[src/logic/AddressTypes.sv]
/*
 * Instruction address types.
 * Byte and word addresses, and the geometry of a fetch group, shared
 * by the predictor tables and the combiner.
 */
package AddressTypes;

    localparam int pcBitWidth = 32;
    localparam int insnByteWidth = 4;

    // Low address bits below one instruction.
    localparam int insnAddrBitWidth = $clog2(insnByteWidth);

    typedef logic [pcBitWidth-1:0] PcAddr;

    // An instruction address with its byte offset stripped.
    typedef logic [pcBitWidth-insnAddrBitWidth-1:0] WordAddr;

    // Address of the given slot within the fetch group starting at groupPc.
    function automatic PcAddr slotAddr(PcAddr groupPc, int slot);
        return groupPc + PcAddr'(slot * insnByteWidth);
    endfunction

    function automatic WordAddr toWordAddr(PcAddr pc);
        return pc[pcBitWidth-1:insnAddrBitWidth];
    endfunction

    function automatic PcAddr toPcAddr(WordAddr word);
        return {word, {insnAddrBitWidth{1'b0}}};
    endfunction

endpackage
[src/logic/PredictorTypes.sv]
/*
 * Predictor table types.
 * Direction counters, BTB entries and the record kept in the
 * PHT update queue.
 */
package PredictorTypes;

    // Saturating direction counter whose top bit means taken.
    localparam int counterBitWidth = 2;
    typedef logic [counterBitWidth-1:0] PhtCounter;

    localparam PhtCounter counterMax = 2'd3;

    // Weakly taken.
    localparam PhtCounter counterInit = 2'd2;

    localparam int btbTagBitWidth = 20;
    typedef logic [btbTagBitWidth-1:0] BtbTag;

    typedef struct packed {
        logic valid;
        BtbTag tag;
        AddressTypes::WordAddr target;
    } BtbEntry;

    localparam int phtIndexBitWidth = 8;
    typedef logic [phtIndexBitWidth-1:0] PhtIndex;

    // A counter write waiting for the PHT write port.
    typedef struct packed {
        PhtIndex index;
        PhtCounter counter;
    } PhtUpdate;

endpackage

[src/logic/BranchPredictorTop.sv]
/*
 * Fetch-stage branch predictor.
 * Bimodal direction table, branch target buffer and the slot combiner
 * for a two-wide fetch.
 */
module BranchPredictorTop #(
    parameter int fetchWidth = 2,
    parameter int issueWidth = 2,
    parameter int phtEntryNum = 256,
    parameter int btbEntryNum = 16,
    parameter int queueSize = 4
) (
    input  logic clock,
    input  logic reset,
    input  AddressTypes::PcAddr fetchPc,
    input  logic resValid [issueWidth],
    input  AddressTypes::PcAddr resPc [issueWidth],
    input  logic resTaken [issueWidth],
    input  AddressTypes::PcAddr resTarget [issueWidth],
    input  PredictorTypes::PhtCounter resPrevCounter [issueWidth],
    output logic predTaken [fetchWidth],
    output AddressTypes::PcAddr predNextPc,
    output PredictorTypes::PhtCounter predCounter [fetchWidth],
    output logic initBusy
);
    import AddressTypes::*;
    import PredictorTypes::*;

    PhtCounter counterRead [fetchWidth];
    logic btbHit [fetchWidth];
    PcAddr btbTarget [fetchWidth];

    BimodalPht #(
        .fetchWidth(fetchWidth),
        .issueWidth(issueWidth),
        .phtEntryNum(phtEntryNum),
        .queueSize(queueSize)
    ) u_BimodalPht (
        .clock(clock),
        .reset(reset),
        .fetchPc(fetchPc),
        .resValid(resValid),
        .resPc(resPc),
        .resTaken(resTaken),
        .resPrevCounter(resPrevCounter),
        .counterRead(counterRead),
        .initBusy(initBusy)
    );

    TargetBuffer #(
        .fetchWidth(fetchWidth),
        .issueWidth(issueWidth),
        .btbEntryNum(btbEntryNum)
    ) u_TargetBuffer (
        .clock(clock),
        .reset(reset),
        .fetchPc(fetchPc),
        .resValid(resValid),
        .resPc(resPc),
        .resTaken(resTaken),
        .resTarget(resTarget),
        .btbHit(btbHit),
        .btbTarget(btbTarget)
    );

    FetchPredictor #(
        .fetchWidth(fetchWidth)
    ) u_FetchPredictor (
        .clock(clock),
        .reset(reset),
        .fetchPc(fetchPc),
        .counterRead(counterRead),
        .btbHit(btbHit),
        .btbTarget(btbTarget),
        .initBusy(initBusy),
        .predTaken(predTaken),
        .predNextPc(predNextPc),
        .predCounter(predCounter)
    );

endmodule

[src/logic/FetchPredictor.sv]
/*
 * Fetch group predictor.
 * Combines the counter and BTB lookups into per-slot taken flags
 * and the next fetch PC.
 */
module FetchPredictor #(
    parameter int fetchWidth = 2
) (
    input  logic clock,
    input  logic reset,
    input  AddressTypes::PcAddr fetchPc,
    input  PredictorTypes::PhtCounter counterRead [fetchWidth],
    input  logic btbHit [fetchWidth],
    input  AddressTypes::PcAddr btbTarget [fetchWidth],
    input  logic initBusy,
    output logic predTaken [fetchWidth],
    output AddressTypes::PcAddr predNextPc,
    output PredictorTypes::PhtCounter predCounter [fetchWidth]
);
    import AddressTypes::*;
    import PredictorTypes::*;

    // Fetch PC of the group whose table reads are now on the outputs.
    PcAddr alignedPc;

    always_ff @(posedge clock) begin
        if (reset) begin
            alignedPc <= '0;
        end else begin
            alignedPc <= fetchPc;
        end
    end

    always_comb begin
        logic takenFound;
        takenFound = 1'b0;
        predNextPc = slotAddr(alignedPc, fetchWidth);
        for (int slot = 0; slot < fetchWidth; slot++) begin
            predCounter[slot] = counterRead[slot];
            // Nothing after the first taken slot is executed.
            predTaken[slot] = !initBusy && !takenFound && btbHit[slot] &&
                              counterRead[slot][counterBitWidth-1];
            if (predTaken[slot]) begin
                takenFound = 1'b1;
                predNextPc = btbTarget[slot];
            end
        end
    end

endmodule

[src/logic/TargetBuffer.sv]
/*
 * Direct-mapped branch target buffer.
 * Looks up one target per fetch slot and installs the target of the
 * lowest resolved taken branch each cycle.
 */
module TargetBuffer #(
    parameter int fetchWidth = 2,
    parameter int issueWidth = 2,
    parameter int btbEntryNum = 16
) (
    input  logic clock,
    input  logic reset,
    input  AddressTypes::PcAddr fetchPc,
    input  logic resValid [issueWidth],
    input  AddressTypes::PcAddr resPc [issueWidth],
    input  logic resTaken [issueWidth],
    input  AddressTypes::PcAddr resTarget [issueWidth],
    output logic btbHit [fetchWidth],
    output AddressTypes::PcAddr btbTarget [fetchWidth]
);
    import AddressTypes::*;
    import PredictorTypes::*;

    localparam int indexWidth = $clog2(btbEntryNum);

    function automatic logic [indexWidth-1:0] toIndex(PcAddr pc);
        return pc[insnAddrBitWidth +: indexWidth];
    endfunction

    function automatic BtbTag toTag(PcAddr pc);
        return pc[insnAddrBitWidth + indexWidth +: btbTagBitWidth];
    endfunction

    logic [indexWidth-1:0] readIndex [fetchWidth];
    BtbEntry readEntry [fetchWidth];
    BtbTag slotTag [fetchWidth];
    logic slotValid [fetchWidth];
    logic [btbEntryNum-1:0] validBits;

    logic writeEnable;
    logic [indexWidth-1:0] writeIndex;
    BtbEntry writeEntry;

    always_comb begin
        for (int slot = 0; slot < fetchWidth; slot++) begin
            readIndex[slot] = toIndex(slotAddr(fetchPc, slot));
        end
    end

    // Tags and valid bits are registered alongside the table read.
    always_ff @(posedge clock) begin
        for (int slot = 0; slot < fetchWidth; slot++) begin
            slotTag[slot] <= toTag(slotAddr(fetchPc, slot));
            slotValid[slot] <= reset ? 1'b0 : validBits[readIndex[slot]];
        end
    end

    // Scanning downward leaves the lowest taken lane selected.
    always_comb begin
        writeEnable = 1'b0;
        writeIndex = '0;
        writeEntry = '0;
        for (int lane = issueWidth - 1; lane >= 0; lane--) begin
            if (resValid[lane] && resTaken[lane]) begin
                writeEnable = 1'b1;
                writeIndex = toIndex(resPc[lane]);
                writeEntry = '{valid: 1'b1, tag: toTag(resPc[lane]),
                               target: toWordAddr(resTarget[lane])};
            end
        end
    end

    always_ff @(posedge clock) begin
        if (reset) begin
            validBits <= '0;
        end else if (writeEnable) begin
            validBits[writeIndex] <= 1'b1;
        end
    end

    always_comb begin
        for (int slot = 0; slot < fetchWidth; slot++) begin
            btbHit[slot] = slotValid[slot] && readEntry[slot].valid &&
                           (readEntry[slot].tag == slotTag[slot]);
            btbTarget[slot] = toPcAddr(readEntry[slot].target);
        end
    end

    PredictorRam #(
        .entryType(BtbEntry),
        .entryNum(btbEntryNum),
        .readNum(fetchWidth)
    ) u_BtbRam (
        .clock(clock),
        .writeEnable(writeEnable),
        .writeAddr(writeIndex),
        .writeData(writeEntry),
        .readAddr(readIndex),
        .readData(readEntry)
    );

endmodule

[src/logic/BimodalPht.sv]
/*
 * Bimodal pattern history table.
 * Sweeps the table to weakly taken after reset, trains the counters
 * from resolved branches and queues a second result for the single
 * write port.
 */
module BimodalPht #(
    parameter int fetchWidth = 2,
    parameter int issueWidth = 2,
    parameter int phtEntryNum = 256,
    parameter int queueSize = 4
) (
    input  logic clock,
    input  logic reset,
    input  AddressTypes::PcAddr fetchPc,
    input  logic resValid [issueWidth],
    input  AddressTypes::PcAddr resPc [issueWidth],
    input  logic resTaken [issueWidth],
    input  PredictorTypes::PhtCounter resPrevCounter [issueWidth],
    output PredictorTypes::PhtCounter counterRead [fetchWidth],
    output logic initBusy
);
    import AddressTypes::*;
    import PredictorTypes::*;

    localparam int indexWidth = $clog2(phtEntryNum);
    localparam int queuePtrWidth = $clog2(queueSize);

    function automatic logic [indexWidth-1:0] toIndex(PcAddr pc);
        return pc[insnAddrBitWidth +: indexWidth];
    endfunction

    function automatic PhtCounter nextCounter(PhtCounter prev, logic taken);
        if (taken) begin
            return (prev == counterMax) ? counterMax : prev + 1'b1;
        end
        return (prev == '0) ? '0 : prev - 1'b1;
    endfunction

    logic [indexWidth-1:0] readIndex [fetchWidth];
    logic [indexWidth-1:0] updIndex [issueWidth];
    PhtCounter updCounter [issueWidth];
    logic directValid;
    logic pushValid;
    int directLane;
    int pushLane;

    logic [indexWidth-1:0] sweepIndex;

    PhtUpdate queue [queueSize];
    logic [queuePtrWidth-1:0] headPtr;
    logic [queuePtrWidth-1:0] tailPtr;
    logic [queuePtrWidth:0] queueCount;
    logic queueFull;
    logic queueEmpty;
    logic push;
    logic pop;

    logic writeEnable;
    logic [indexWidth-1:0] writeIndex;
    PhtCounter writeCounter;

    always_comb begin
        for (int slot = 0; slot < fetchWidth; slot++) begin
            readIndex[slot] = toIndex(slotAddr(fetchPc, slot));
        end
    end

    // First valid lane takes the write port and the next one goes to the queue.
    always_comb begin
        directValid = 1'b0;
        pushValid = 1'b0;
        directLane = 0;
        pushLane = 0;
        for (int lane = 0; lane < issueWidth; lane++) begin
            updIndex[lane] = toIndex(resPc[lane]);
            updCounter[lane] = nextCounter(resPrevCounter[lane], resTaken[lane]);
            if (resValid[lane] && !initBusy) begin
                if (!directValid) begin
                    directValid = 1'b1;
                    directLane = lane;
                end else if (!pushValid) begin
                    pushValid = 1'b1;
                    pushLane = lane;
                end
            end
        end
    end

    assign queueFull = (queueCount == (queuePtrWidth + 1)'(queueSize));
    assign queueEmpty = (queueCount == '0);
    // A push into a full queue is lost.
    assign push = pushValid && !queueFull;
    assign pop = !queueEmpty && !directValid && !initBusy;

    always_comb begin
        writeEnable = 1'b1;
        writeIndex = sweepIndex;
        writeCounter = counterInit;
        if (initBusy) begin
            writeIndex = sweepIndex;
        end else if (directValid) begin
            writeIndex = updIndex[directLane];
            writeCounter = updCounter[directLane];
        end else if (pop) begin
            writeIndex = queue[headPtr].index;
            writeCounter = queue[headPtr].counter;
        end else begin
            writeEnable = 1'b0;
        end
    end

    always_ff @(posedge clock) begin
        if (reset) begin
            sweepIndex <= '0;
            initBusy <= 1'b1;
        end else if (initBusy) begin
            sweepIndex <= sweepIndex + 1'b1;
            if (sweepIndex == indexWidth'(phtEntryNum - 1)) begin
                initBusy <= 1'b0;
            end
        end
    end

    always_ff @(posedge clock) begin
        if (reset) begin
            headPtr <= '0;
            tailPtr <= '0;
            queueCount <= '0;
        end else begin
            if (push) begin
                tailPtr <= (tailPtr == queuePtrWidth'(queueSize - 1)) ? '0 : tailPtr + 1'b1;
            end
            if (pop) begin
                headPtr <= (headPtr == queuePtrWidth'(queueSize - 1)) ? '0 : headPtr + 1'b1;
            end
            if (push && !pop) begin
                queueCount <= queueCount + 1'b1;
            end else if (pop && !push) begin
                queueCount <= queueCount - 1'b1;
            end
        end
    end

    always_ff @(posedge clock) begin
        if (push) begin
            queue[tailPtr] <= '{index: updIndex[pushLane], counter: updCounter[pushLane]};
        end
    end

    PredictorRam #(
        .entryType(PhtCounter),
        .entryNum(phtEntryNum),
        .readNum(fetchWidth)
    ) u_PhtRam (
        .clock(clock),
        .writeEnable(writeEnable),
        .writeAddr(writeIndex),
        .writeData(writeCounter),
        .readAddr(readIndex),
        .readData(counterRead)
    );

endmodule

[src/logic/PredictorRam.sv]
/*
 * Predictor table storage.
 * One write port and readNum registered read ports over an array
 * of entryType; a read in the cycle of a write sees the old value.
 */
module PredictorRam #(
    parameter type entryType = logic,
    parameter int entryNum = 16,
    parameter int readNum = 2
) (
    input  logic clock,
    input  logic writeEnable,
    input  logic [$clog2(entryNum)-1:0] writeAddr,
    input  entryType writeData,
    input  logic [$clog2(entryNum)-1:0] readAddr [readNum],
    output entryType readData [readNum]
);

    entryType storage [entryNum];

    always_ff @(posedge clock) begin
        if (writeEnable) begin
            storage[writeAddr] <= writeData;
        end
    end

    // Registered reads, one per port.
    always_ff @(posedge clock) begin
        for (int port = 0; port < readNum; port++) begin
            readData[port] <= storage[readAddr[port]];
        end
    end

endmodule

[config.mk]
export PLATFORM = sky130hd
export DESIGN_NAME = BranchPredictorTop
export DESIGN_NICKNAME = d
export VERILOG_FILES = /design/src/logic/AddressTypes.sv /design/src/logic/PredictorTypes.sv /design/src/logic/BranchPredictorTop.sv /design/src/logic/FetchPredictor.sv /design/src/logic/TargetBuffer.sv /design/src/logic/BimodalPht.sv /design/src/logic/PredictorRam.sv
export SDC_FILE = /design/constraint.sdc
export NUM_CORES = 2
export LEC_CHECK = 0
export ABC_AREA = 1
export ABC_CLOCK_PERIOD_IN_PS = 22500
export BUFFER_PORTS_ARGS = -buffer_cell sky130_fd_sc_hd__buf_2
export CAP_MARGIN = 15
export CORE_ASPECT_RATIO = 1.4
export CORE_MARGIN = 2
export CORE_UTILIZATION = 59
export CTS_CLUSTER_SIZE = 24
export DETAILED_ROUTE_END_ITERATION = 16
export PLACE_DENSITY = 0.83
export RECOVER_POWER = 100
export SLEW_MARGIN = 20
export SYNTH_ARGS = -nofsm -noshare
export SYNTH_HDL_FRONTEND = slang
export SYNTH_SLANG_ARGS = --single-unit
[constraint.sdc]
create_clock -name clock -period 22.5 [get_ports clock]
set_clock_uncertainty 0.15 [all_clocks]
set_input_delay 5.625 -clock clock [delete_from_list [all_inputs] [get_ports clock]]
set_output_delay 5.625 -clock clock [all_outputs]
set_load 0.05 [all_outputs]
## After elaboration in Yosys (flattened, before gate mapping)

Memory sizes are Yosys's and may differ from the RTL's. A register that Yosys moved wholly into a read port is not among the register bits.
Cells that the tools add are included.

| cells by class | value |
|---|---|
| muxes and demuxes | 70 |
| multipliers | 0 |
| bitwise operators | 3 |
| shift-type cells | 0 |
| magnitude comparators | 6 |
| equality and inequality tests | 8 |
| reductions and logical operators | 30 |
| div/mod/pow operators | 0 |
| add/subtract/negate cells | 11 |

Operators with widths:

| operator | number |
|---|---|
| 32-bit 2-to-1 mux | 4 |
| 51-bit 2-to-1 mux | 2 |
| 8-bit 2-to-1 mux | 9 |
| 32-bit by 2-bit >= comparator with 1-bit output (second input constant) | 2 |
| 32-bit inverter | 2 |
| 2-bit 2-to-1 mux | 21 |
| 20-bit equality test | 2 |
| 32-bit by 4-bit adder with 32-bit output (second input constant) | 1 |
| 1-bit 2-to-1 mux | 27 |
| 26-bit by 3-bit adder with 26-bit output (second input constant) | 1 |
| 1-bit logical AND | 19 |
| 16-bit bitwise OR | 1 |
| 4-bit by 5-bit less-than comparator with 1-bit output (second input constant) | 3 |
| 2-bit by 1-bit adder with 2-bit output (second input constant) | 4 |
| 8-bit by 1-bit adder with 8-bit output (second input constant) | 1 |
| 1-bit binary-select mux with 4-bit select | 2 |
| 2-bit equality test (second input constant) | 4 |
| 8-bit equality test (second input constant) | 1 |
| 4-bit 2-to-1 mux | 2 |
| 1-bit zero test | 7 |
| 3-bit 2-to-1 mux | 2 |
| 1-bit demux with 4-bit select | 1 |
| 4-bit by 1-bit >= comparator with 1-bit output (second input constant) | 1 |
| 2-bit zero test | 2 |
| 6 further kinds | 7 |

| word-level totals | value |
|---|---|
| memory bits (writable) | 1410 |
| register bits | 64 |
| input bits | 170 |
| bits in read-only memories | 0 |
| latch bits | 0 |
| memories | 5 |

Memory list:

| name | words | bits a word | read ports | clocked after memory_dff | wr ports | RTL line | text |
|---|---|---|---|---|---|---|---|
| u_TargetBuffer.u_BtbRam.storage | 16 | 51 | 2 | 2 | 1 | PredictorRam.sv:19 | `entryType storage [entryNum];` |
| u_BimodalPht.u_PhtRam.storage | 256 | 2 | 2 | 2 | 1 | PredictorRam.sv:19 |  |
| u_BimodalPht.queue | 4 | 10 | 1 | 1 | 1 | BimodalPht.sv:50 | `PhtUpdate queue [queueSize];` |
| u_TargetBuffer.slotTag | 2 | 20 | 2 | 0 | 2 | TargetBuffer.sv:36 | `BtbTag slotTag [fetchWidth];` |
| u_TargetBuffer.slotValid | 2 | 1 | 2 | 0 | 2 | TargetBuffer.sv:37 | `logic slotValid [fetchWidth];` |

## Longest topological paths before layout

| depth | value |
|---|---|
| word-level depth | 12 |
| mapped depth | 17 |

## Modules after synthesis

From an unflattened synthesis, not the netlist that was laid out.

| unflattened totals | value |
|---|---|
| cells, all modules | 9906 |
| area total of the unflattened synthesis | 81907.3 um^2 |

Modules (own cells, without submodules):

| module | times used | area an instance (um^2) | cells an instance | seq. area each (um^2) |
|---|---|---|---|---|
| PredictorRam (u_TargetBuffer.u_BtbRam) | 1 | 44905.6 | 5267 | 26545.5 |
| PredictorRam (u_BimodalPht.u_PhtRam) | 1 | 27503.9 | 3212 | 15454.8 |
| TargetBuffer | 1 | 3766.1 | 613 | 1161.1 |
| BimodalPht | 1 | 3131.8 | 362 | 1561.5 |
| FetchPredictor | 1 | 2600.0 | 452 | 640.6 |

## Least setup slack after synthesis

No wires, ideal clock.

| timing | value |
|---|---|
| path kind | input to register |
| start point | in resValid[1] (netlist name) |
| end point | mem u_BimodalPht.u_PhtRam.storage[0][1] (netlist name), data pin |
| stages on the path | 5 |
| path slack | 4.013 ns |
| arrival | 16.150 ns |
| path buffers | 1 |
| library setup time | 2.187 ns |
| data required time | 20.163 ns |
| cell sequence | inv_2 o21ai_4 inv_1 buf_6 o21ai_0 |

RTL lines:

| what | RTL line | text |
|---|---|---|
| start, declared | BranchPredictorTop.sv:16 | `input logic resValid [issueWidth],` |
| end, declared | PredictorRam.sv:19 |  |

## Final worst setup path

| timing | value |
|---|---|
| start point | in fetchPc[4] |
| end point | reg u_BimodalPht.u_PhtRam.readData[0] (netlist name), read port of u_BimodalPht.u_PhtRam.storage |

| on the way | value |
|---|---|
| longest elaborated chain between the ends | 1 |

RTL lines:

| what | RTL line | text |
|---|---|---|
| start, declared | BranchPredictorTop.sv:15 | `input AddressTypes::PcAddr fetchPc,` |
| 26-bit by 3-bit adder with 26-bit output | n/a |  |
| end, declared | PredictorRam.sv:16 | `output entryType readData [readNum]` |

No other way between the ends.
A chain may end at the register's enable or synchronous reset.

==> impl_metrics.json <==
{
  "rrSetupSlack_ns": 10.81,
  "core-area_um2": 129200,
  "grt_usage_pct": 35.35,
  "grt_pass1_vias": 62670,
  "fmax_ghz": 0.05962,
  "postRouteAntennaNets": 0,
  "worstPathMaxFanout": 47,
  "holdPathStages": 2,
  "row_count": 156,
  "start_kind": "input pin",
  "dieHeight_um": 431.3,
  "synth_async_sr_flop_share_pct": 0,
  "drc": 0,
  "path_delay_family": "buffers and inverters",
  "yosysMostFrequentCell": "nand2_1",
  "grt_antenna_before_repair": 16,
  "synth-edff-count": 1368,
  "initial_core_util_pct": 59.55,
  "hold_path.class": "register to register",
  "cp.required_ns": 23.02,
  "avgRoutedWirePerCell_um": 24.02,
  "ctsHoldBuffers": 0,
  "cts_root_buf": "clkbuf_16",
  "die_area_um2": 133400,
  "r2r-start": "u_BimodalPht.initBusy",
  "drtIter0Drc": 10370,
  "cts.clk_slew.worst_paths_ns": 0.06,
  "clk-insertion-delay-late_ns": 0.80,
  "syn_inst": 8359,
  "ys_types": 60,
  "tightest_slew_ns": 9.200,
  "fin_crit_ns": 16.77,
  "yosysTopAreaCellShare_pct": 53.39,
  "crit_path_top_delay_cell": "clkinvlp_2",
  "htree_levels": 4,
  "clockBufferDepth": 3,
  "powerDensity_nw_per_um2": 79.15,
  "tns_ns": 0,
  "grt_setup_unrepaired": "false",
  "place.gp.congestion": 0.9801,
  "crit_path_end": "u_BimodalPht.u_PhtRam.readData[0]",
  "critical_path_cell_count": 13,
  "reg2reg_depth": 4,
  "multiInputGateArea_um2": 26840,
  "slowest_delay_ns": 3.18,
  "synth_area_leaders": "edfxtp_1, nand2_1, o21ai_0",
  "yosys_warnings": 0,
  "cts_tree": "yes",
  "dp_hpwl_mm": 137.6,
  "syn_area_um2": 76950,
  "path_cells": "clkbuf_1 > nand2_1 > nor2_1 > nand2_1 > nand2_1 > clkinvlp_2 > clkbuf_1 > nand3_1 > nand3_1 > nand3_1 > nand3_1 > nand3_1 > nand2_1",
  "status": "complete, but fails checks",
  "nets": 8350,
  "criticalPathCategory": "input pin to register",
  "fillers": 9921,
  "leakagePower_uw": 0.02992,
  "ios": 209,
  "routed_wl_mm": 241.0,
  "fin_crit_sh_pct": 74.55,
  "ctsResizeCount": 0,
  "yosysTopAreaCell": "edfxtp_1",
  "grt_max_degree": 299,
  "grt-ovfl-total": 0,
  "synth_commonest_cells": "nand2_1, edfxtp_1, nor2_1",
  "syn-num-nets": 8539,
  "r2r-end": "u_BimodalPht.u_PhtRam.storage[163][1]",
  "cts.sinks": 1582,
  "worstSetupStartpoint": "fetchPc[4]",
  "min-delay-start": "u_TargetBuffer.validBits[8]",
  "crit_top_cell": "nand3_1",
  "maxCapViolations": 62,
  "cts_buffers": 146,
  "final_max_slew_viol_count": 2364,
  "syn_to_final_growth_pct": 7.639,
  "max_slew_margin_pct": -513.3,
  "io_buffer_count": 188,
  "dieWidth_um": 309.2,
  "cts_setup_buffers": 0,
  "crit_buf_inv": 3,
  "dp_slack_ns": 11.67,
  "vias": 65590,
  "ys.flop_type": "edfxtp_1",
  "finalSetupViolCount": 0,
  "drive_above_1_share_pct": 5.633,
  "via_per_inst": 6.536,
  "ir_worst_vdd_v": 0.00008171,
  "endpoint_kind": "register",
  "first_pass_iters": 12,
  "worstPathArrival_ns": 17.29,
  "synth_seq_cells": 1582,
  "synth.yosys.seq_area_share_pct": 58.95,
  "grt_pass1_wl_mm": 354.3,
  "worst_slack_ns": 5.727,
  "violations": "max-capacitance violations, max-slew violations",
  "p_total_uw": 6556,
  "seqCellArea_um2": 45360,
  "syn-mean-instance-area_um2": 9.205,
  "finalHoldViolCount": 0
}
worst min-delay path by stage:
stage,endpoint
2_1_floorplan,u_TargetBuffer.validBits[11]
4_1_cts,u_TargetBuffer.validBits[8]
3_3_place_gp,u_TargetBuffer.validBits[8]
3_5_place_dp,u_TargetBuffer.validBits[4]
5_1_grt,u_TargetBuffer.validBits[12]
6_report,u_TargetBuffer.validBits[8]
cell type report:
type,count,share of cell area (%)
Timing Repair Buffer,279,1.831
Clock buffer,195,4.842
Antenna cell,8,0.02417
Sequential cell,1582,54.77
Tap cell,1738,2.626
Inverter,562,2.603
Multi-Input combinational cell,5599,32.40
Clock inverter,73,0.9004
cell usage in the layout (no fill, tap or decap), types with 6 or more instances in the layout:
| cell | netlist | final |
|---|---|---|
| clkbuf_1 | 476 | 132 |
| ha_1 | 9 | 8 |
| o22ai_1 | 86 | 87 |
| or2_2 | 21 | 21 |
| clkinv_1 | 5 | 21 |
| o2111ai_1 | 78 | 78 |
| edfxtp_1 | 1368 | 1368 |
| clkbuf_8 | 0 | 14 |
| a21oi_1 | 406 | 407 |
| xor2_1 | 46 | 45 |
| a221oi_1 | 24 | 24 |
| diode_2 | 0 | 8 |
| nand2_2 | 18 | 8 |
| xnor2_1 | 11 | 10 |
| o21ai_0 | 936 | 938 |
| nand3_1 | 817 | 826 |
| nand2_1 | 1535 | 1551 |
| nor4_1 | 6 | 6 |
| clkbuf_16 | 0 | 148 |
| inv_6 | 0 | 10 |
| buf_2 | 73 | 128 |
| a21boi_0 | 14 | 14 |
| dfxtp_1 | 214 | 214 |
| nor2_1 | 1121 | 1129 |
| clkinv_2 | 1 | 23 |
| buf_4 | 0 | 41 |
| bufinv_16 | 0 | 12 |
| nand4_1 | 27 | 27 |
| o221ai_1 | 73 | 73 |
| inv_1 | 546 | 546 |
| nor3_1 | 31 | 31 |
| a22o_1 | 46 | 46 |
| o211ai_1 | 219 | 219 |
report_power, final:
| group | internal (uW) | switching (uW) | leakage, uW |
|---|---|---|---|
| Clock | 1400 | 1090 | 0.00232 |
| Sequential | 3280 | 50.9 | 0.0134 |
| Combinational | 196 | 541 | 0.0142 |
| Total | 4870 | 1680 | 0.0299 |
per-layer routing:
layer  up-vias  track usage (%)  routed length, um
li1      28740                -                  -
met1     30380            42.16              78240
met2      5190            57.10             110600
met3      1271            8.167              33800
met4        16            23.87              18300
met5         -                0                106
registers in the layout, indices dropped and copies added (netlist names), named ones only:
| signal | flops |
|---|---|
| u_TargetBuffer.u_BtbRam.storage | 816 |
| u_BimodalPht.u_PhtRam.storage | 512 |
| u_TargetBuffer.u_BtbRam.readData | 102 |
| u_BimodalPht.queue | 40 |
| u_TargetBuffer.slotTag | 40 |
| u_FetchPredictor.alignedPc | 32 |
| u_TargetBuffer.validBits | 16 |
| u_BimodalPht.sweepIndex | 8 |
| u_BimodalPht.u_PhtRam.readData | 4 |
| u_BimodalPht.queueCount | 3 |
| u_BimodalPht.headPtr | 2 |
| u_BimodalPht.tailPtr | 2 |
| u_TargetBuffer.slotValid | 2 |
| u_BimodalPht.initBusy | 1 |
kinds of logic after synthesis:
group / share of synthesized area [%]
and+or+nand+nor: 19.70
buffers and inverters: 5.982
DFF: 58.95
xor gates and xnor gates: 0.6488
AOI/OAI and AO/OA: 14.55
adders and majority gates: 0.1724
through the flow:
step | util, % | std cells | cell area (um^2) | hold slack (ns)
final | 64.10 | 10040 | 82820 | 0.3232
after global routing | 64.09 | 10030 | 82810 | 0.3585
after CTS | 64.51 | 10020 | 83350 | 0.3250
after detailed placement | 60.83 | 9756 | 78600 | 0.3101
after global placement | 60.79 | 9754 | 78550 | 0.3007
after floorplan | - | 8359 | 76950 | 0.2903
worst min-delay path, cell delays in order (launching register included):
cell and delay, ns:
dfxtp_1 0.32, nor2_1 0.05, nor2_1 0.07
Power figures use the tool's default switching activity.
